**src/hdl/mci_pkg.sv**
```systemverilog
// Sizes, register map and shared types for the management core. Every register is 32 bits wide
package mci_pkg;

    ////////////////////////////////////////////////////////////////////////////
    // Sizes
    ////////////////////////////////////////////////////////////////////////////

    localparam int unsigned DATA_W          = 32;
    localparam int unsigned ADDR_W          = 12;

    // MCU reset hold for a firmware request
    localparam int unsigned RST_HOLD_CYCLES = 16;
    localparam int unsigned RST_CNT_W       = 5;

    ////////////////////////////////////////////////////////////////////////////
    // Register map
    ////////////////////////////////////////////////////////////////////////////

    localparam logic [ADDR_W-1:0] ADDR_BOOT_GO      = 12'h000;
    localparam logic [ADDR_W-1:0] ADDR_RESET_REQ    = 12'h004;
    localparam logic [ADDR_W-1:0] ADDR_WDT_EN       = 12'h008;
    localparam logic [ADDR_W-1:0] ADDR_WDT_RESTART  = 12'h00C;
    localparam logic [ADDR_W-1:0] ADDR_WDT_PERIOD1  = 12'h010;
    localparam logic [ADDR_W-1:0] ADDR_WDT_PERIOD2  = 12'h014;
    localparam logic [ADDR_W-1:0] ADDR_WDT_STATUS   = 12'h018;
    localparam logic [ADDR_W-1:0] ADDR_BOOT_STATUS  = 12'h01C;
    localparam logic [ADDR_W-1:0] ADDR_RESET_VECTOR = 12'h020;

    // Position of the reset-once flag in the boot status word
    localparam int unsigned BOOT_STS_ONCE_BIT = 8;

    ////////////////////////////////////////////////////////////////////////////
    // Types
    ////////////////////////////////////////////////////////////////////////////

    typedef enum logic [2:0] {
        BOOT_IDLE    = 3'd0,
        BOOT_LC_INIT = 3'd1,
        BOOT_FC_INIT = 3'd2,
        BOOT_WAIT_GO = 3'd3,
        BOOT_MCU_RUN = 3'd4,
        BOOT_MCU_RST = 3'd5
    } boot_state_e;

    typedef struct packed {
        logic              psel;
        logic              penable;
        logic              pwrite;
        logic [ADDR_W-1:0] paddr;
        logic [DATA_W-1:0] pwdata;
    } apb_req_t;

    typedef struct packed {
        logic [DATA_W-1:0] prdata;
        logic              pready;
        logic              pslverr;
    } apb_rsp_t;

    // Configuration and one-cycle requests from the register bank
    typedef struct packed {
        logic              boot_go;
        logic              mcu_rst_req;
        logic              wdt_en;
        logic              wdt_restart;
        logic [DATA_W-1:0] wdt_period1;
        logic [DATA_W-1:0] wdt_period2;
    } csr_ctrl_t;

    typedef struct packed {
        logic t1_expire_p;
        logic t2_expire_p;
    } wdt_event_t;

    typedef struct packed {
        boot_state_e state;
        logic        mcu_reset_once;
    } boot_status_t;

endpackage

```
**src/hdl/mci_boot_seq.sv**
```systemverilog
// Boot sequencer. Lifecycle and fuse init are handshakes with no timeout
module mci_boot_seq import mci_pkg::*; (
    input  logic         clk_i,
    input  logic         rst_n_i,
    input  csr_ctrl_t    csr_ctrl_i,
    input  logic         lc_done_i,
    output logic         lc_init_o,
    input  logic         fc_done_i,
    output logic         fc_init_o,
    output logic         mcu_rst_b_o,
    output boot_status_t boot_status_o
);

    boot_state_e          state_q;
    boot_state_e          state_d;
    logic [RST_CNT_W-1:0] hold_cnt_q;
    logic                 hold_done;
    logic                 once_q;

    // Last cycle of the firmware reset hold
    assign hold_done = (hold_cnt_q == RST_CNT_W'(RST_HOLD_CYCLES - 1));

    ////////////////////////////////////////////////////////////////////////////
    // FSM
    ////////////////////////////////////////////////////////////////////////////

    always_comb begin
        state_d = state_q;
        case (state_q)
            BOOT_IDLE: begin
                state_d = BOOT_LC_INIT;
            end
            BOOT_LC_INIT: begin
                if (lc_done_i) begin
                    state_d = BOOT_FC_INIT;
                end
            end
            BOOT_FC_INIT: begin
                if (fc_done_i) begin
                    state_d = BOOT_WAIT_GO;
                end
            end
            BOOT_WAIT_GO: begin
                if (csr_ctrl_i.boot_go) begin
                    state_d = BOOT_MCU_RUN;
                end
            end
            BOOT_MCU_RUN: begin
                // Requests outside the run state are dropped
                if (csr_ctrl_i.mcu_rst_req) begin
                    state_d = BOOT_MCU_RST;
                end
            end
            BOOT_MCU_RST: begin
                if (hold_done) begin
                    state_d = BOOT_MCU_RUN;
                end
            end
            default: begin
                state_d = BOOT_IDLE;
            end
        endcase
    end

    always_ff @(posedge clk_i or negedge rst_n_i) begin
        if (!rst_n_i) begin
            state_q    <= BOOT_IDLE;
            hold_cnt_q <= '0;
            once_q     <= 1'b0;
        end else begin
            state_q <= state_d;
            if (state_q == BOOT_MCU_RST && !hold_done) begin
                hold_cnt_q <= hold_cnt_q + 1'b1;
            end else begin
                hold_cnt_q <= '0;
            end
            // Stays set until the next core reset
            if (state_d == BOOT_MCU_RST) begin
                once_q <= 1'b1;
            end
        end
    end

    // Outputs decoded from the state
    assign lc_init_o   = (state_q == BOOT_LC_INIT);
    assign fc_init_o   = (state_q == BOOT_FC_INIT);
    assign mcu_rst_b_o = (state_q == BOOT_MCU_RUN);

    assign boot_status_o.state          = state_q;
    assign boot_status_o.mcu_reset_once = once_q;

endmodule

```
**src/hdl/mci_csr.sv**
```systemverilog
// APB register bank with zero wait states. Unmapped offsets and boot status writes raise pslverr
module mci_csr import mci_pkg::*; (
    input  logic              clk_i,
    input  logic              rst_n_i,
    input  apb_req_t          apb_req_i,
    output apb_rsp_t          apb_rsp_o,
    input  logic [DATA_W-1:0] strap_reset_vector_i,
    input  boot_status_t      boot_status_i,
    input  wdt_event_t        wdt_event_i,
    output csr_ctrl_t         csr_ctrl_o,
    output logic [DATA_W-1:0] mcu_reset_vector_o,
    output logic              mci_intr_o,
    output logic              nmi_o
);

    logic              access;
    logic              wr_en;
    logic              wr_ro;
    logic              addr_hit;
    logic [DATA_W-1:0] rd_mux;

    // Per-register write strobes
    logic we_boot_go;
    logic we_rst_req;
    logic we_wdt_en;
    logic we_wdt_restart;
    logic we_period1;
    logic we_period2;
    logic we_wdt_status;
    logic we_rst_vec;

    logic              boot_go_q;
    logic              rst_req_q;
    logic              wdt_en_q;
    logic              wdt_restart_q;
    logic [DATA_W-1:0] period1_q;
    logic [DATA_W-1:0] period2_q;
    logic [DATA_W-1:0] rst_vec_q;
    logic              rst_vec_wr_q;
    logic              t1_sts_q;
    logic              t2_sts_q;

    ////////////////////////////////////////////////////////////////////////////
    // Decode
    ////////////////////////////////////////////////////////////////////////////

    assign access = apb_req_i.psel & apb_req_i.penable;
    assign wr_en  = access & apb_req_i.pwrite;
    assign wr_ro  = apb_req_i.pwrite & (apb_req_i.paddr == ADDR_BOOT_STATUS);

    assign we_boot_go     = wr_en & (apb_req_i.paddr == ADDR_BOOT_GO);
    assign we_rst_req     = wr_en & (apb_req_i.paddr == ADDR_RESET_REQ);
    assign we_wdt_en      = wr_en & (apb_req_i.paddr == ADDR_WDT_EN);
    assign we_wdt_restart = wr_en & (apb_req_i.paddr == ADDR_WDT_RESTART);
    assign we_period1     = wr_en & (apb_req_i.paddr == ADDR_WDT_PERIOD1);
    assign we_period2     = wr_en & (apb_req_i.paddr == ADDR_WDT_PERIOD2);
    assign we_wdt_status  = wr_en & (apb_req_i.paddr == ADDR_WDT_STATUS);
    assign we_rst_vec     = wr_en & (apb_req_i.paddr == ADDR_RESET_VECTOR);

    ////////////////////////////////////////////////////////////////////////////
    // Registers
    ////////////////////////////////////////////////////////////////////////////

    always_ff @(posedge clk_i or negedge rst_n_i) begin
        if (!rst_n_i) begin
            boot_go_q     <= 1'b0;
            rst_req_q     <= 1'b0;
            wdt_en_q      <= 1'b0;
            wdt_restart_q <= 1'b0;
            period1_q     <= '1;
            period2_q     <= '1;
            rst_vec_wr_q  <= 1'b0;
            t1_sts_q      <= 1'b0;
            t2_sts_q      <= 1'b0;
        end else begin
            if (we_boot_go) begin
                boot_go_q <= apb_req_i.pwdata[0];
            end
            if (we_wdt_en) begin
                wdt_en_q <= apb_req_i.pwdata[0];
            end
            if (we_period1) begin
                period1_q <= apb_req_i.pwdata;
            end
            if (we_period2) begin
                period2_q <= apb_req_i.pwdata;
            end
            if (we_rst_vec) begin
                rst_vec_wr_q <= 1'b1;
            end
            // Request pulses last one cycle after the write edge
            rst_req_q     <= we_rst_req & apb_req_i.pwdata[0];
            wdt_restart_q <= we_wdt_restart & apb_req_i.pwdata[0];
            // Sticky W1C status, a new expiry beats a clear
            t1_sts_q <= wdt_event_i.t1_expire_p |
                        (t1_sts_q & ~(we_wdt_status & apb_req_i.pwdata[0]));
            t2_sts_q <= wdt_event_i.t2_expire_p |
                        (t2_sts_q & ~(we_wdt_status & apb_req_i.pwdata[1]));
        end
    end

    always_ff @(posedge clk_i) begin
        if (we_rst_vec) begin
            rst_vec_q <= apb_req_i.pwdata;
        end
    end

    // Strap value until firmware writes its own vector
    assign mcu_reset_vector_o = rst_vec_wr_q ? rst_vec_q : strap_reset_vector_i;

    ////////////////////////////////////////////////////////////////////////////
    // Read mux and response
    ////////////////////////////////////////////////////////////////////////////

    always_comb begin
        addr_hit = 1'b1;
        rd_mux   = '0;
        case (apb_req_i.paddr)
            ADDR_BOOT_GO:      rd_mux[0] = boot_go_q;
            ADDR_RESET_REQ:    rd_mux    = '0;
            ADDR_WDT_EN:       rd_mux[0] = wdt_en_q;
            ADDR_WDT_RESTART:  rd_mux    = '0;
            ADDR_WDT_PERIOD1:  rd_mux    = period1_q;
            ADDR_WDT_PERIOD2:  rd_mux    = period2_q;
            ADDR_WDT_STATUS:   rd_mux[1:0] = {t2_sts_q, t1_sts_q};
            ADDR_BOOT_STATUS: begin
                rd_mux[2:0]               = boot_status_i.state;
                rd_mux[BOOT_STS_ONCE_BIT] = boot_status_i.mcu_reset_once;
            end
            ADDR_RESET_VECTOR: rd_mux    = mcu_reset_vector_o;
            default:           addr_hit  = 1'b0;
        endcase
    end

    assign apb_rsp_o.pready  = 1'b1;
    assign apb_rsp_o.pslverr = access & (~addr_hit | wr_ro);
    assign apb_rsp_o.prdata  = (access & ~apb_req_i.pwrite) ? rd_mux : '0;

    assign csr_ctrl_o.boot_go     = boot_go_q;
    assign csr_ctrl_o.mcu_rst_req = rst_req_q;
    assign csr_ctrl_o.wdt_en      = wdt_en_q;
    assign csr_ctrl_o.wdt_restart = wdt_restart_q;
    assign csr_ctrl_o.wdt_period1 = period1_q;
    assign csr_ctrl_o.wdt_period2 = period2_q;

    // Timer 1 interrupts the MCU, timer 2 escalates to NMI
    assign mci_intr_o = t1_sts_q;
    assign nmi_o      = t2_sts_q;

endmodule

```
**src/hdl/mci_top.sv**
```systemverilog
// Management core top. The MCU stays in reset until lifecycle and fuse init finish and boot go is set
module mci_top import mci_pkg::*; (
    input  logic              clk_i,
    input  logic              rst_n_i,
    input  apb_req_t          apb_req_i,
    output apb_rsp_t          apb_rsp_o,
    input  logic              lc_done_i,
    output logic              lc_init_o,
    input  logic              fc_done_i,
    output logic              fc_init_o,
    input  logic [DATA_W-1:0] strap_reset_vector_i,
    output logic              mcu_rst_b_o,
    output logic [DATA_W-1:0] mcu_reset_vector_o,
    output logic              mci_intr_o,
    output logic              nmi_o
);

    csr_ctrl_t    csr_ctrl;
    wdt_event_t   wdt_event;
    boot_status_t boot_status;

    // Register bank
    mci_csr u_csr (
        .clk_i                (clk_i),
        .rst_n_i              (rst_n_i),
        .apb_req_i            (apb_req_i),
        .apb_rsp_o            (apb_rsp_o),
        .strap_reset_vector_i (strap_reset_vector_i),
        .boot_status_i        (boot_status),
        .wdt_event_i          (wdt_event),
        .csr_ctrl_o           (csr_ctrl),
        .mcu_reset_vector_o   (mcu_reset_vector_o),
        .mci_intr_o           (mci_intr_o),
        .nmi_o                (nmi_o)
    );

    // Boot and MCU reset control
    mci_boot_seq u_boot_seq (
        .clk_i         (clk_i),
        .rst_n_i       (rst_n_i),
        .csr_ctrl_i    (csr_ctrl),
        .lc_done_i     (lc_done_i),
        .lc_init_o     (lc_init_o),
        .fc_done_i     (fc_done_i),
        .fc_init_o     (fc_init_o),
        .mcu_rst_b_o   (mcu_rst_b_o),
        .boot_status_o (boot_status)
    );

    // Watchdog
    mci_wdt u_wdt (
        .clk_i       (clk_i),
        .rst_n_i     (rst_n_i),
        .csr_ctrl_i  (csr_ctrl),
        .wdt_event_o (wdt_event)
    );

endmodule

```
**src/hdl/mci_wdt.sv**
```systemverilog
// Two-stage watchdog. Timer 2 runs only after timer 1 expires and stops at its own expiry
module mci_wdt import mci_pkg::*; (
    input  logic       clk_i,
    input  logic       rst_n_i,
    input  csr_ctrl_t  csr_ctrl_i,
    output wdt_event_t wdt_event_o
);

    logic [DATA_W-1:0] t1_cnt_q;
    logic [DATA_W-1:0] t2_cnt_q;
    logic              stage2_q;
    logic              stopped_q;
    logic              t1_p_q;
    logic              t2_p_q;

    logic clear;
    logic t1_run;
    logic t2_run;
    logic t1_hit;
    logic t2_hit;

    // Restart or disable drops both stages
    assign clear  = csr_ctrl_i.wdt_restart | ~csr_ctrl_i.wdt_en;
    assign t1_run = ~clear & ~stage2_q;
    assign t2_run = ~clear & stage2_q & ~stopped_q;
    assign t1_hit = t1_run & (t1_cnt_q == csr_ctrl_i.wdt_period1);
    assign t2_hit = t2_run & (t2_cnt_q == csr_ctrl_i.wdt_period2);

    ////////////////////////////////////////////////////////////////////////////
    // Counters
    ////////////////////////////////////////////////////////////////////////////

    always_ff @(posedge clk_i or negedge rst_n_i) begin
        if (!rst_n_i) begin
            t1_cnt_q  <= '0;
            t2_cnt_q  <= '0;
            stage2_q  <= 1'b0;
            stopped_q <= 1'b0;
        end else if (clear) begin
            t1_cnt_q  <= '0;
            t2_cnt_q  <= '0;
            stage2_q  <= 1'b0;
            stopped_q <= 1'b0;
        end else if (t1_hit) begin
            // Hand over to the second stage
            t1_cnt_q <= '0;
            stage2_q <= 1'b1;
        end else if (t1_run) begin
            t1_cnt_q <= t1_cnt_q + 1'b1;
        end else if (t2_hit) begin
            stopped_q <= 1'b1;
        end else if (t2_run) begin
            t2_cnt_q <= t2_cnt_q + 1'b1;
        end
    end

    // Expiry pulses, one cycle each
    always_ff @(posedge clk_i or negedge rst_n_i) begin
        if (!rst_n_i) begin
            t1_p_q <= 1'b0;
            t2_p_q <= 1'b0;
        end else begin
            t1_p_q <= t1_hit;
            t2_p_q <= t2_hit;
        end
    end

    assign wdt_event_o.t1_expire_p = t1_p_q;
    assign wdt_event_o.t2_expire_p = t2_p_q;

endmodule

```
**config.mk**
```make
export PLATFORM = sky130hd
export DESIGN_NAME = mci_top
export DESIGN_NICKNAME = d
export VERILOG_FILES = /design/src/hdl/mci_pkg.sv /design/src/hdl/mci_boot_seq.sv /design/src/hdl/mci_csr.sv /design/src/hdl/mci_top.sv /design/src/hdl/mci_wdt.sv
export SDC_FILE = /design/constraint.sdc
export NUM_CORES = 1
export LEC_CHECK = 0
export ABC_AREA = 0
export BUFFER_PORTS_ARGS = -buffer_cell sky130_fd_sc_hd__buf_2
export CORE_ASPECT_RATIO = 0.75
export CORE_MARGIN = 8
export CORE_UTILIZATION = 49
export CTS_CLUSTER_SIZE = 25
export DETAILED_ROUTE_END_ITERATION = 6
export HOLD_SLACK_MARGIN = 0.05
export PLACE_DENSITY = 0.72
export SLEW_MARGIN = 40
export SYNTH_ARGS = -nofsm -noshare
export SYNTH_HDL_FRONTEND = slang
export SYNTH_SLANG_ARGS = --single-unit
```
**constraint.sdc**
```tcl
create_clock -name clk_i -period 6.1 [get_ports clk_i]
set_input_delay 1.83 -clock clk_i [delete_from_list [all_inputs] [get_ports clk_i]]
set_output_delay 1.83 -clock clk_i [all_outputs]
set_load 0.02 [all_outputs]
```
After elaboration in Yosys (flattened, before gate mapping)
Cells that the tools add are included.
{ "classes": {"mux": 30, "eq_ne": 20, "add_sub_neg": 3, "n_reduce_logical": 11, "bitwise_logic": 36} }
{ "op_table": {"columns": ["cell", "count"], "rows": [
  ["two-way mux 32 bit", 10],
  ["one-hot mux 23 bit (3 select lines)", 1],
  ["adder 32 x 1 -> 32 bit (second input constant)", 2],
  ["== test 32 bit", 2],
  ["== test 12 x 5 -> 1 bit (second input constant)", 4],
  ["bitwise AND 1 bit", 24],
  ["== test 12 x 4 -> 1 bit (second input constant)", 2],
  ["one-hot mux 3 bit (6 select lines)", 1],
  ["two-way mux 3 bit", 5],
  ["one-hot mux 5 bit (3 select lines)", 1],
  ["== test 12 x 3 -> 1 bit (second input constant)", 1],
  ["== test 12 x 6 -> 1 bit (second input constant)", 1],
  ["zero test 12 bit", 1],
  ["== test 3 bit (second input constant)", 3],
  ["OR reduction 9 bit", 1],
  ["inverter 1 bit", 8],
  ["one-hot mux 1 bit (4 select lines)", 2],
  ["two-way mux 1 bit", 7],
  ["one-hot mux 1 bit (7 select lines)", 1],
  ["== test 3 x 2 -> 1 bit (second input constant)", 2],
  ["inequality test 2 x 1 -> 1 bit (second input constant)", 3],
  ["nonzero test 2 bit", 3],
  ["adder 5 x 1 -> 5 bit (second input constant)", 1],
  ["== test 5 x 4 -> 1 bit (second input constant)", 1],
  ["other kinds (10)", 13]
]} }
{ "word_totals": {"register_bits": 180, "elab_cells": 119, "inputBits": 83, "out_inout_bits": 71} }

Depth between registers and ports, before layout
Gate-level depths: netlist of the first run.
{ "logic_depth": {"word_depth": 10, "ltp_mapped": 9, "mapped_depth_nobuf": 7} }

Cells and area by module
Synthesis of the first run repeated with hierarchy kept, for this count alone.
{ "unflattened": {"cells_unflattened": 912, "area_unflattened_um2": 10019.6} }
{ "modules_own_cells": {"columns": ["module", "seq_area_each_um2", "cells_per_inst", "area_each_um2", "instances"], "rows": [
  ["mci_csr", 2817.7, 391, 5300.1, 1],
  ["mci_wdt", 1701.6, 478, 4279.1, 1],
  ["mci_boot_seq", 225.2, 43, 440.4, 1]
]} }

Worst setup path after synthesis of the first run
Ideal clock, no wire load.
{ "synth_path": {"path_type": "input -> output", "startpoint": "in apb_req_i[33] (netlist bit)", "endpoint": "out apb_rsp_o[11] (netlist bit)", "arrival_ns": 3.538, "slack_ns": 0.732, "required_time_ns": 4.270, "path_buffers": 2, "stages": 7, "path_cell_list": "nor4_1 -> nand2_1 -> nor4bb_1 -> buf_2 -> clkbuf_1 -> a22oi_1 -> a21oi_1"} }
{ "synth_lines": {"columns": ["element", "line", "rtl"], "rows": [
  ["start, declared", "mci_top.sv:5", "input apb_req_t apb_req_i,"],
  ["end, declared", "mci_top.sv:6", "output apb_rsp_t apb_rsp_o,"]
]} }

==> results of run 1 <==
[registers in the layout (all words and copies together), names as in the netlist, 3 cells and up]
name and cells:
u_boot_seq.state_q 3, u_wdt.t2_cnt_q 32, u_csr.period1_q 32, u_wdt.t1_cnt_q 32, u_csr.period2_q 32, u_csr.rst_vec_q 32
u_boot_seq.hold_cnt_q 5
[power groups by stage]
stage,sequential (mW),combinational (mW),clock (mW)
finish,1.24,0.127,1.20
global route,1.24,0.141,1.26
CTS,1.24,0.127,1.21
detailed placement,1.26,0.127,0
global placement,1.26,0.125,0
floorplan,1.26,0.0527,0
[worst register-to-register path, stage by stage, from the launching register on]
cell and delay (ns):
dfrtp_1 0.55, nor2b_1 0.39, nand4_1 0.42, nor3_4 0.59, a21oi_1 0.15, o21ai_0 0.25, o31ai_1 0.13
[metrics by stage]
stage / power, mW / utilization [%] / instances
4_1_cts: 2.575 / 58.24 / 1265
5_1_grt: 2.639 / 58.45 / 1266
3_5_place_dp: 1.383 / 54.92 / 1233
6_report: 2.559 / 58.45 / 1266
3_3_place_gp: 1.381 / 54.57 / 1230
2_1_floorplan: 1.308 / - / 865
[final cells by class]
cell class	instances	share of cell area [%]
timing repair buffer	170	8.635
sequential	180	42.26
tap	253	2.819
multi-input combinational	625	40.41
clock buffer	19	3.855
inverter	6	0.2006
clock inverter	13	1.816
[kinds of logic after synthesis]
group | after synthesis
other cells | 1
xor+xnor | 96
simple gates | 260
mux | 101
compound gates | 163
buf+inv | 60
fa+ha+maj | 4
flops | 180
[per-layer routing]
metal	share of wire [%]	wire (microns)	track usage [%]	vias to the layer above
met1	47	12540	32.52	3676
met3	8.6	2323	6.066	30
met5	0.037	10	0	-
li1	-	-	-	3436
met4	1.4	381	5.449	2
met2	43	11630	33.63	346
[placed cells by master, fill, tap and decap left out, drive strengths merged, types with 3 or more instances in the layout]
master,n
a21oi,40
nor3b,4
a31oi,12
mux2,99
xnor2,41
nand3b,3
a21o,3
inv,8
and4,9
ha,4
buf,170
dfrtp,84
nor2b,4
nor3,12
xor2,55
edfxtp,32
clkinv,4
nand2b,3
nand4,27
a22oi,32
nand2,69
o31ai,26
dfstp,64
o41ai,4
and3,9
nor2,61
bufinv,5
o21ai,33
nand3,25
clkbuf,19
and2,9
nor4,16
[final timing paths]
kind	slack (ns)	from	end	cells after the start
setup / recovery	0.37	apb_req_i[41]	apb_rsp_o[5]	8
hold / removal	0.43	u_wdt.t1_p_q$_DFF_PN0_	u_csr.mci_intr_o$_DFF_PN0_	1
setup reg to reg	3.48	u_wdt.stage2_q$_DFFE_PN0P_	u_wdt.t2_cnt_q[23]$_DFFE_PN0P_	6
hold reg to reg	0.43	u_wdt.t1_p_q$_DFF_PN0_	u_csr.mci_intr_o$_DFF_PN0_	1
max in group asynchronous	4.00	rst_n_i	u_csr.period2_q[16]$_DFFE_PN1P_	2
min in group asynchronous	1.26	rst_n_i	u_wdt.stage2_q$_DFFE_PN0P_	1
==> out/results.ini, run 1 <==
[status]
outcome = completed

[sta]
relSlewSlack_pct = 41.38
whs_ns = 0.4256
setup_viol = 0
maxSlewViolCount = 0
finalHoldViolations = 0
tns_ns = 0
worst_pin_slew_ns = 0.8775
min_period_ns = 5.735
rsz0062_at_grt = false
worst_slack_ns = 0.3652
fin_skew_ns = 0.008674
max_freq_mhz = 174.4
period_share_pct = 94.01

[floorplanning]
die_h_microns = 136.7
die_w_microns = 176.9
dieArea_sq_um = 24180
rows = 44
start_util_pct = 49.53
io-pin-count = 154
core_sq_um = 19210

[detailed_routing]
firstDrtPassIters = 5
ant_nets = 0
vias_per_cell = 5.916
drc_errors = 0
vias = 7490
wl_microns = 26890
first_iter_violations = 839
avgRoutedWirePerCell_microns = 21.24

[critical_path]
required_ns = 4.27
crit_top_cell = buf_2
crit_family = simple AND/OR/NAND/NOR gates
path_class = in2out
timing.critical_path.buf_inv = 3
arrival_ns = 3.90
max_stage_delay_ns = 0.42
critPathMaxFanout = 18
crit_chain = buf_2 -> nor4_1 -> nand2_1 -> nor4bb_4 -> o21ai_2 -> buf_12 -> a21oi_1 -> buf_2
critPathLaunchType = input port
cp-end-kind = primary output
crit_slowest_cell = nor4_1

[logic_synthesis]
yosysSeqAreaShare_pct = 49.86
yosys-top-cells-count = 95 x mux2_2, 84 x dfrtp_1, 69 x nand2_1
yosysWarningCount = 0
synth_area_sq_um = 9517
syn_inst = 865
yosysTopAreaCellShare_pct = 22.09
yosys.area_share.xor_xnor_pct = 8.835
synth_most_common_cell = mux2_2
synth-simple-area-share_pct = 14.59
synth.distinct_cells = 65
yosys.area.top_type = dfrtp_1
async_flop_share_pct = 82.22
synth_mux_area_share_pct = 12.06
synth-edff-count = 32
synth_ff_type = dfrtp_1
synthAdderAreaFrac_pct = 0.5259
synth_top_family_by_area = simple AND/OR/NAND/NOR gates
syn_nets = 952
synth_area_leaders = dfrtp_1 22%, dfstp_2 18%, mux2_2 11%
ys_seq_elements = 180
synth.avg_cell_area_sq_um = 11.00
synth_compound_area_share_pct = 10.99

[layout]
seq_area_sq_um = 4746
antenna_cells = 0
synthToLayoutAreaGrowth_pct = 18.00
nNetsFinal = 1087
final_area_sq_um = 11230
multiInputGateArea_sq_um = 4538
drive_above_1_share_pct = 37.61
fillCellCount = 1617

[placement]
numPortBuffers = 152
gp_congestion = 0.8783
dp_hpwl_microns = 19550
pre_cts_ws_ns = 0.3415
placed_cell_area_sq_um = 10550

[cts]
cts_max_level = 4
clockRootBuffer = clkbuf_16
cts_tree = yes
postCtsSetupRepairBufs = 0
tritoncts.num_buffers = 17
cts_buffer_depth = 2
clkLatencyLatePin_ns = 0.43
hold_buffers = 0
clk_pin_slew_ns = 0.06
cts_resized = 0
cts_sinks = 180

[global_routing]
antenna_found_initial = 1
grt_usage_pct = 22.70
grt_pass1_wl_microns = 42570
grt_max_degree = 104
grt_pass1_vias = 7497
grt.overflow.total = 0

[pwr]
leakage_nw = 4.778
p_sw_uw = 552.8
internal-power_mw = 2.006
pwr_density_cell_nw_per_um2 = 227.8
comb_power_share_pct = 5.0
switching_share_pct = 21.61
peakVddDrop_uv = 163.1
clkPwrFrac_pct = 46.7
seqPwrFrac_pct = 48.3

[worst_hold_path]
hold_path_class = reg2reg

[job]
maxCapViolations = 0

(Power assumes the default switching activity.)
==> run 2, diff against run 1 <==
--- a/config.mk
+++ b/config.mk
@@ -8,7 +8,6 @@
 export ABC_AREA = 0
 export BUFFER_PORTS_ARGS = -buffer_cell sky130_fd_sc_hd__buf_2
 export CORE_ASPECT_RATIO = 0.75
-export CORE_MARGIN = 8
 export CORE_UTILIZATION = 49
 export CTS_CLUSTER_SIZE = 25
 export DETAILED_ROUTE_END_ITERATION = 6
==> constraint.sdc (replaced) <==
create_clock -name clk_i -period 6.1 [get_ports clk_i]
set_input_delay 0.61 -clock clk_i [delete_from_list [all_inputs] [get_ports clk_i]]
set_output_delay 0.61 -clock clk_i [all_outputs]
set_load 0.02 [all_outputs]
==> run 2 against run 1 <==
  * Clock power is 4% lower
  * Worst hold slack worse by 0.17 ns
  * Global-route usage is 4.0 points higher
  * Power is 1.8% lower
==> out/results.ini, run 2 (same netlist as run 1, synthesis figures left out) <==
[placement]
gp_congestion = 0.8341
dp_hpwl_microns = 17950
numPortBuffers = 152

[global_routing]
grt.overflow.total = 0
antenna_found_initial = 0
grt_pass1_wl_microns = 39920
grt_max_degree = 90
grt_pass1_vias = 7006
grt_usage_pct = 26.66

[sta]
setup_viol = 0
whs_ns = 0.2530
rsz0062_at_grt = false
worst_pin_slew_ns = 0.8644
fin_skew_ns = 0.01127
tns_ns = 0
max_freq_mhz = 262.3
min_period_ns = 3.813
finalHoldViolations = 0
period_share_pct = 62.51
relSlewSlack_pct = 42.25
maxSlewViolCount = 0

[worst_hold_path]
hold_path_class = in2async

[floorplanning]
io-pin-count = 154
start_util_pct = 50.68
die_w_microns = 162.9
die_h_microns = 122.7
dieArea_sq_um = 19990
core_sq_um = 18780
rows = 43

[layout]
fillCellCount = 1573
nNetsFinal = 1079
antenna_cells = 0
final_common_cell = buf_2
final_cell_mix = 151 x buf_2, 95 x mux2_2, 84 x dfrtp_1
synthToLayoutAreaGrowth_pct = 16.45
drive_above_1_share_pct = 37.01

[critical_path]
endpoint = apb_rsp_o[31]
crit_start = apb_req_i[41]
r2r_end = u_wdt.t2_cnt_q[1]$_DFFE_PN0P_
critPathLaunchType = input port
required_ns = 5.49
critPathMaxFanout = 25
reg2reg_slack_ns = 3.37
cp-end-kind = primary output
reg2reg_depth = 6
rr_startpoint = u_csr.period2_q[3]$_DFFE_PN1P_
path_class = in2out
arrival_ns = 3.20

[pwr]
leakage_nw = 4.709
pwr_density_cell_nw_per_um2 = 226.6
peakVddDrop_uv = 154.7

[cts]
cts_max_level = 4
cts_resized = 0
tritoncts.num_buffers = 17
clkLatencyLatePin_ns = 0.44
postCtsSetupRepairBufs = 0
hold_buffers = 0
cts_buffer_depth = 2
clockRootBuffer = clkbuf_16
cts_tree = yes
cts_sinks = 180
clk_pin_slew_ns = 0.06

[detailed_routing]
first_iter_violations = 881
drc_errors = 0
vias = 7449
vias_per_cell = 5.950
ant_nets = 0
avgRoutedWirePerCell_microns = 20.52
wl_microns = 25690
firstDrtPassIters = 5

[job]
maxCapViolations = 0

[status]
outcome = completed

[run 2: cell types whose count changed in the layout (fill, tap and decap cells not counted), sizes merged]
cell / delta
inv: -1
clkinv: -2
bufinv: -2
buf: -9
clkbuf: +7
clkinvlp: -1
[run 2: cell type report]
class	instances	area (sq um)	share of cell area, %
sequential	180	4745	42.81
multi-input combinational	625	4541	40.97
timing repair buffer	162	855.8	7.723
clock buffer	25	485.5	4.381
tap	247	309.0	2.789
clock inverter	7	123.9	1.118
inverter	6	22.52	0.2032
[run 2: where the power goes]
group          switching (mW)  internal (mW)  total [mW]
Clock                   0.468          0.681        1.15
Combinational          0.0792         0.0477       0.127
Sequential            0.00612           1.23        1.24
[run 2: layer usage]
layer  track usage [%]  up-vias  wire length (microns)
li1                  -     3420                      -
met1             40.44     3687                  12320
met2             38.46      327                  11080
met3             6.117       15                   2081
met4             5.841        0                    210
met5                 0        -                      0
[run 2: how the worst min path moves through the flow]
stage	startpoint	end	slack [ns]	depth (start not counted)
after global placement	u_wdt.t1_p_q$_DFF_PN0_	u_csr.mci_intr_o$_DFF_PN0_	0.42	1
after global routing	rst_n_i	u_csr.mci_intr_o$_DFF_PN0_	0.31	1
after detailed placement	u_wdt.t1_p_q$_DFF_PN0_	u_csr.mci_intr_o$_DFF_PN0_	0.42	1
after CTS	rst_n_i	u_wdt.t2_cnt_q[5]$_DFFE_PN0P_	0.29	1
final	rst_n_i	u_csr.wdt_en_q$_DFFE_PN0P_	0.25	1
after floorplan	rst_n_i	u_boot_seq.hold_cnt_q[0]$_DFF_PN0_	0.31	0
[run 2: per-stage QoR]
stage               cells  utilization, %  total power, mW  instance area (sq um)  setup slack, ns
finish               1252           59.02            2.512                  11080            2.287
global route         1252           59.02            2.587                  11080            2.035
CTS                  1252           58.92            2.528                  11060            2.271
detailed placement   1220           55.67            1.384                  10450            2.240
global placement     1219           55.53            1.383                  10430            2.140
floorplan             865               -            1.308                   9517            2.724
[run 2: worst max-delay path, stage by stage]
cell	delay, ns
buf_2	0.10
nor4_1	0.41
nand2_1	0.23
nor4bb_4	0.74
buf_4	0.49
a22oi_1	0.17
a21oi_1	0.24
buf_2	0.20
==> run 3, diff against run 2 <==
--- a/config.mk
+++ b/config.mk
@@ -12,7 +12,7 @@
 export CTS_CLUSTER_SIZE = 25
 export DETAILED_ROUTE_END_ITERATION = 6
 export HOLD_SLACK_MARGIN = 0.05
-export PLACE_DENSITY = 0.72
+export PLACE_DENSITY = 0.74
 export SLEW_MARGIN = 40
 export SYNTH_ARGS = -nofsm -noshare
 export SYNTH_HDL_FRONTEND = slang
==> constraint.sdc (replaced) <==
create_clock -name clk_i -period 3.48 [get_ports clk_i]
set_input_delay 0.348 -clock clk_i [delete_from_list [all_inputs] [get_ports clk_i]]
set_output_delay 0.348 -clock clk_i [all_outputs]
set_load 0.02 [all_outputs]
==> run 3 against run 2 <==
  * Sequential power rose by 75%
  * Clock power rose by 77%
  * Sequential cell count did not move
  * Critical path type unchanged
  * Largest cell class unchanged
==> out/results.ini, run 3 (same netlist as run 1, synthesis figures left out) <==
[cts]
clockRootBuffer = clkbuf_16
hold_buffers = 1
postCtsSetupRepairBufs = 0
cts_tree = yes
clk_pin_slew_ns = 0.07
clkLatencyLatePin_ns = 0.43
cts_max_level = 4
cts_buffer_depth = 2
tritoncts.num_buffers = 17
cts_sinks = 180
cts_resized = 0

[pwr]
pwr_density_cell_nw_per_um2 = 395.7
power_mw = 4.419
internal-power_mw = 3.436
seqPwrFrac_pct = 49.0
clkPwrFrac_pct = 46.0
switching_share_pct = 22.24
leakage_nw = 4.754
comb_power_share_pct = 5.0
p_sw_uw = 982.7
peakVddDrop_uv = 284.0

[placement]
dp_hpwl_microns = 18640
gp_congestion = 0.8984
numPortBuffers = 152
placed_cell_area_sq_um = 10530
pre_cts_ws_ns = 0.5628

[critical_path]
path_class = in2out
cp-end-kind = primary output
required_ns = 3.13
reg2reg_slack_ns = 0.80
critPathLaunchType = input port
critPathMaxFanout = 25
arrival_ns = 2.55

[sta]
tns_ns = 0
finalHoldViolations = 0
fin_skew_ns = 0.008414
max_freq_mhz = 345.2
relSlewSlack_pct = 45.34
min_period_ns = 2.897
rsz0062_at_grt = false
worst_pin_slew_ns = 0.8124
setup_viol = 0
maxSlewViolCount = 0
period_share_pct = 83.24
worst_slack_ns = 0.5832

[layout]
antenna_cells = 0
seq_area_sq_um = 4745
final_common_cell = buf_2
drive_above_1_share_pct = 37.66
multiInputGateArea_sq_um = 4523
nNetsFinal = 1091
synthToLayoutAreaGrowth_pct = 17.33
final_area_sq_um = 11170
fillCellCount = 1555
final_cell_mix = 151 x buf_2, 95 x mux2_2, 84 x dfrtp_1

[global_routing]
grt.overflow.total = 0
grt_max_degree = 77
grt_pass1_vias = 7007
antenna_found_initial = 0
grt_usage_pct = 26.82
grt_pass1_wl_microns = 40240

[status]
outcome = completed

[floorplanning]
io-pin-count = 154
start_util_pct = 50.68
rows = 43
core_sq_um = 18780
die_h_microns = 122.7
die_w_microns = 162.9
dieArea_sq_um = 19990

[detailed_routing]
firstDrtPassIters = 7
wl_microns = 25870
vias_per_cell = 5.969
avgRoutedWirePerCell_microns = 20.46
ant_nets = 0
first_iter_violations = 727
vias = 7545
drc_errors = 0

[job]
maxCapViolations = 0

[worst_hold_path]
hold_path_class = in2reg

run 3: final cells by class:
| cell class | count | area share, % |
|---|---|---|
| Sequential cell | 180 | 42.49 |
| Multi-Input combinational cell | 625 | 40.51 |
| Timing Repair Buffer | 174 | 8.483 |
| Clock buffer | 22 | 4.247 |
| Tap cell | 247 | 2.768 |
| Clock inverter | 10 | 1.300 |
| Inverter | 6 | 0.2017 |
run 3: critical path: stages:
cell	delay, ns
buf_2	0.09
nor4_1	0.40
nand2_1	0.22
nor4bb_4	0.31
buf_4	0.25
buf_4	0.37
a22oi_1	0.15
a21oi_1	0.18
buf_2	0.19
run 3: final timing paths:
check                                           startpoint                         endpoint  depth (start not counted)
max                                          apb_req_i[41]                    apb_rsp_o[11]                          9
min                                           apb_req_i[7]     u_csr.rst_vec_q[7]$_DFFE_PP_                          1
max reg2reg                u_csr.period2_q[15]$_DFFE_PN1P_    u_wdt.t2_cnt_q[1]$_DFFE_PN0P_                          6
min reg2reg                         u_wdt.t2_p_q$_DFF_PN0_            u_csr.nmi_o$_DFF_PN0_                          1
min in group asynchronous                          rst_n_i   u_csr.rst_vec_wr_q$_DFFE_PN0P_                          2
max in group asynchronous                          rst_n_i  u_csr.period1_q[30]$_DFFE_PN1P_                          3
run 3: power by group through the flow:
stage / Clock [mW] / Combinational (mW) / Sequential [mW]
after floorplan: 0 / 0.0923 / 2.20
after global placement: 0 / 0.220 / 2.20
after global routing: 2.13 / 0.244 / 2.17
after CTS: 2.05 / 0.225 / 2.17
after detailed placement: 0 / 0.222 / 2.20
final: 2.03 / 0.222 / 2.17
run 3: stage by stage:
step | utilization (%) | hold slack (ns) | cells
after floorplan | - | 0.05241 | 865
after global placement | 56.08 | 0.4113 | 1231
after detailed placement | 56.08 | 0.4075 | 1231
after CTS | 59.43 | 0.1036 | 1264
after global routing | 59.47 | 0.1021 | 1264
final | 59.47 | 0.1152 | 1264
run 3: metal layers:
| metal | share of wire [%] | GRT usage, % | up-vias |
|---|---|---|---|
| met4 | 1.1 | 5.491 | 0 |
| met1 | 47 | 39.71 | 3728 |
| li1 | - | - | 3425 |
| met5 | 0 | 0 | - |
| met3 | 7.7 | 5.644 | 26 |
| met2 | 45 | 40.48 | 366 |
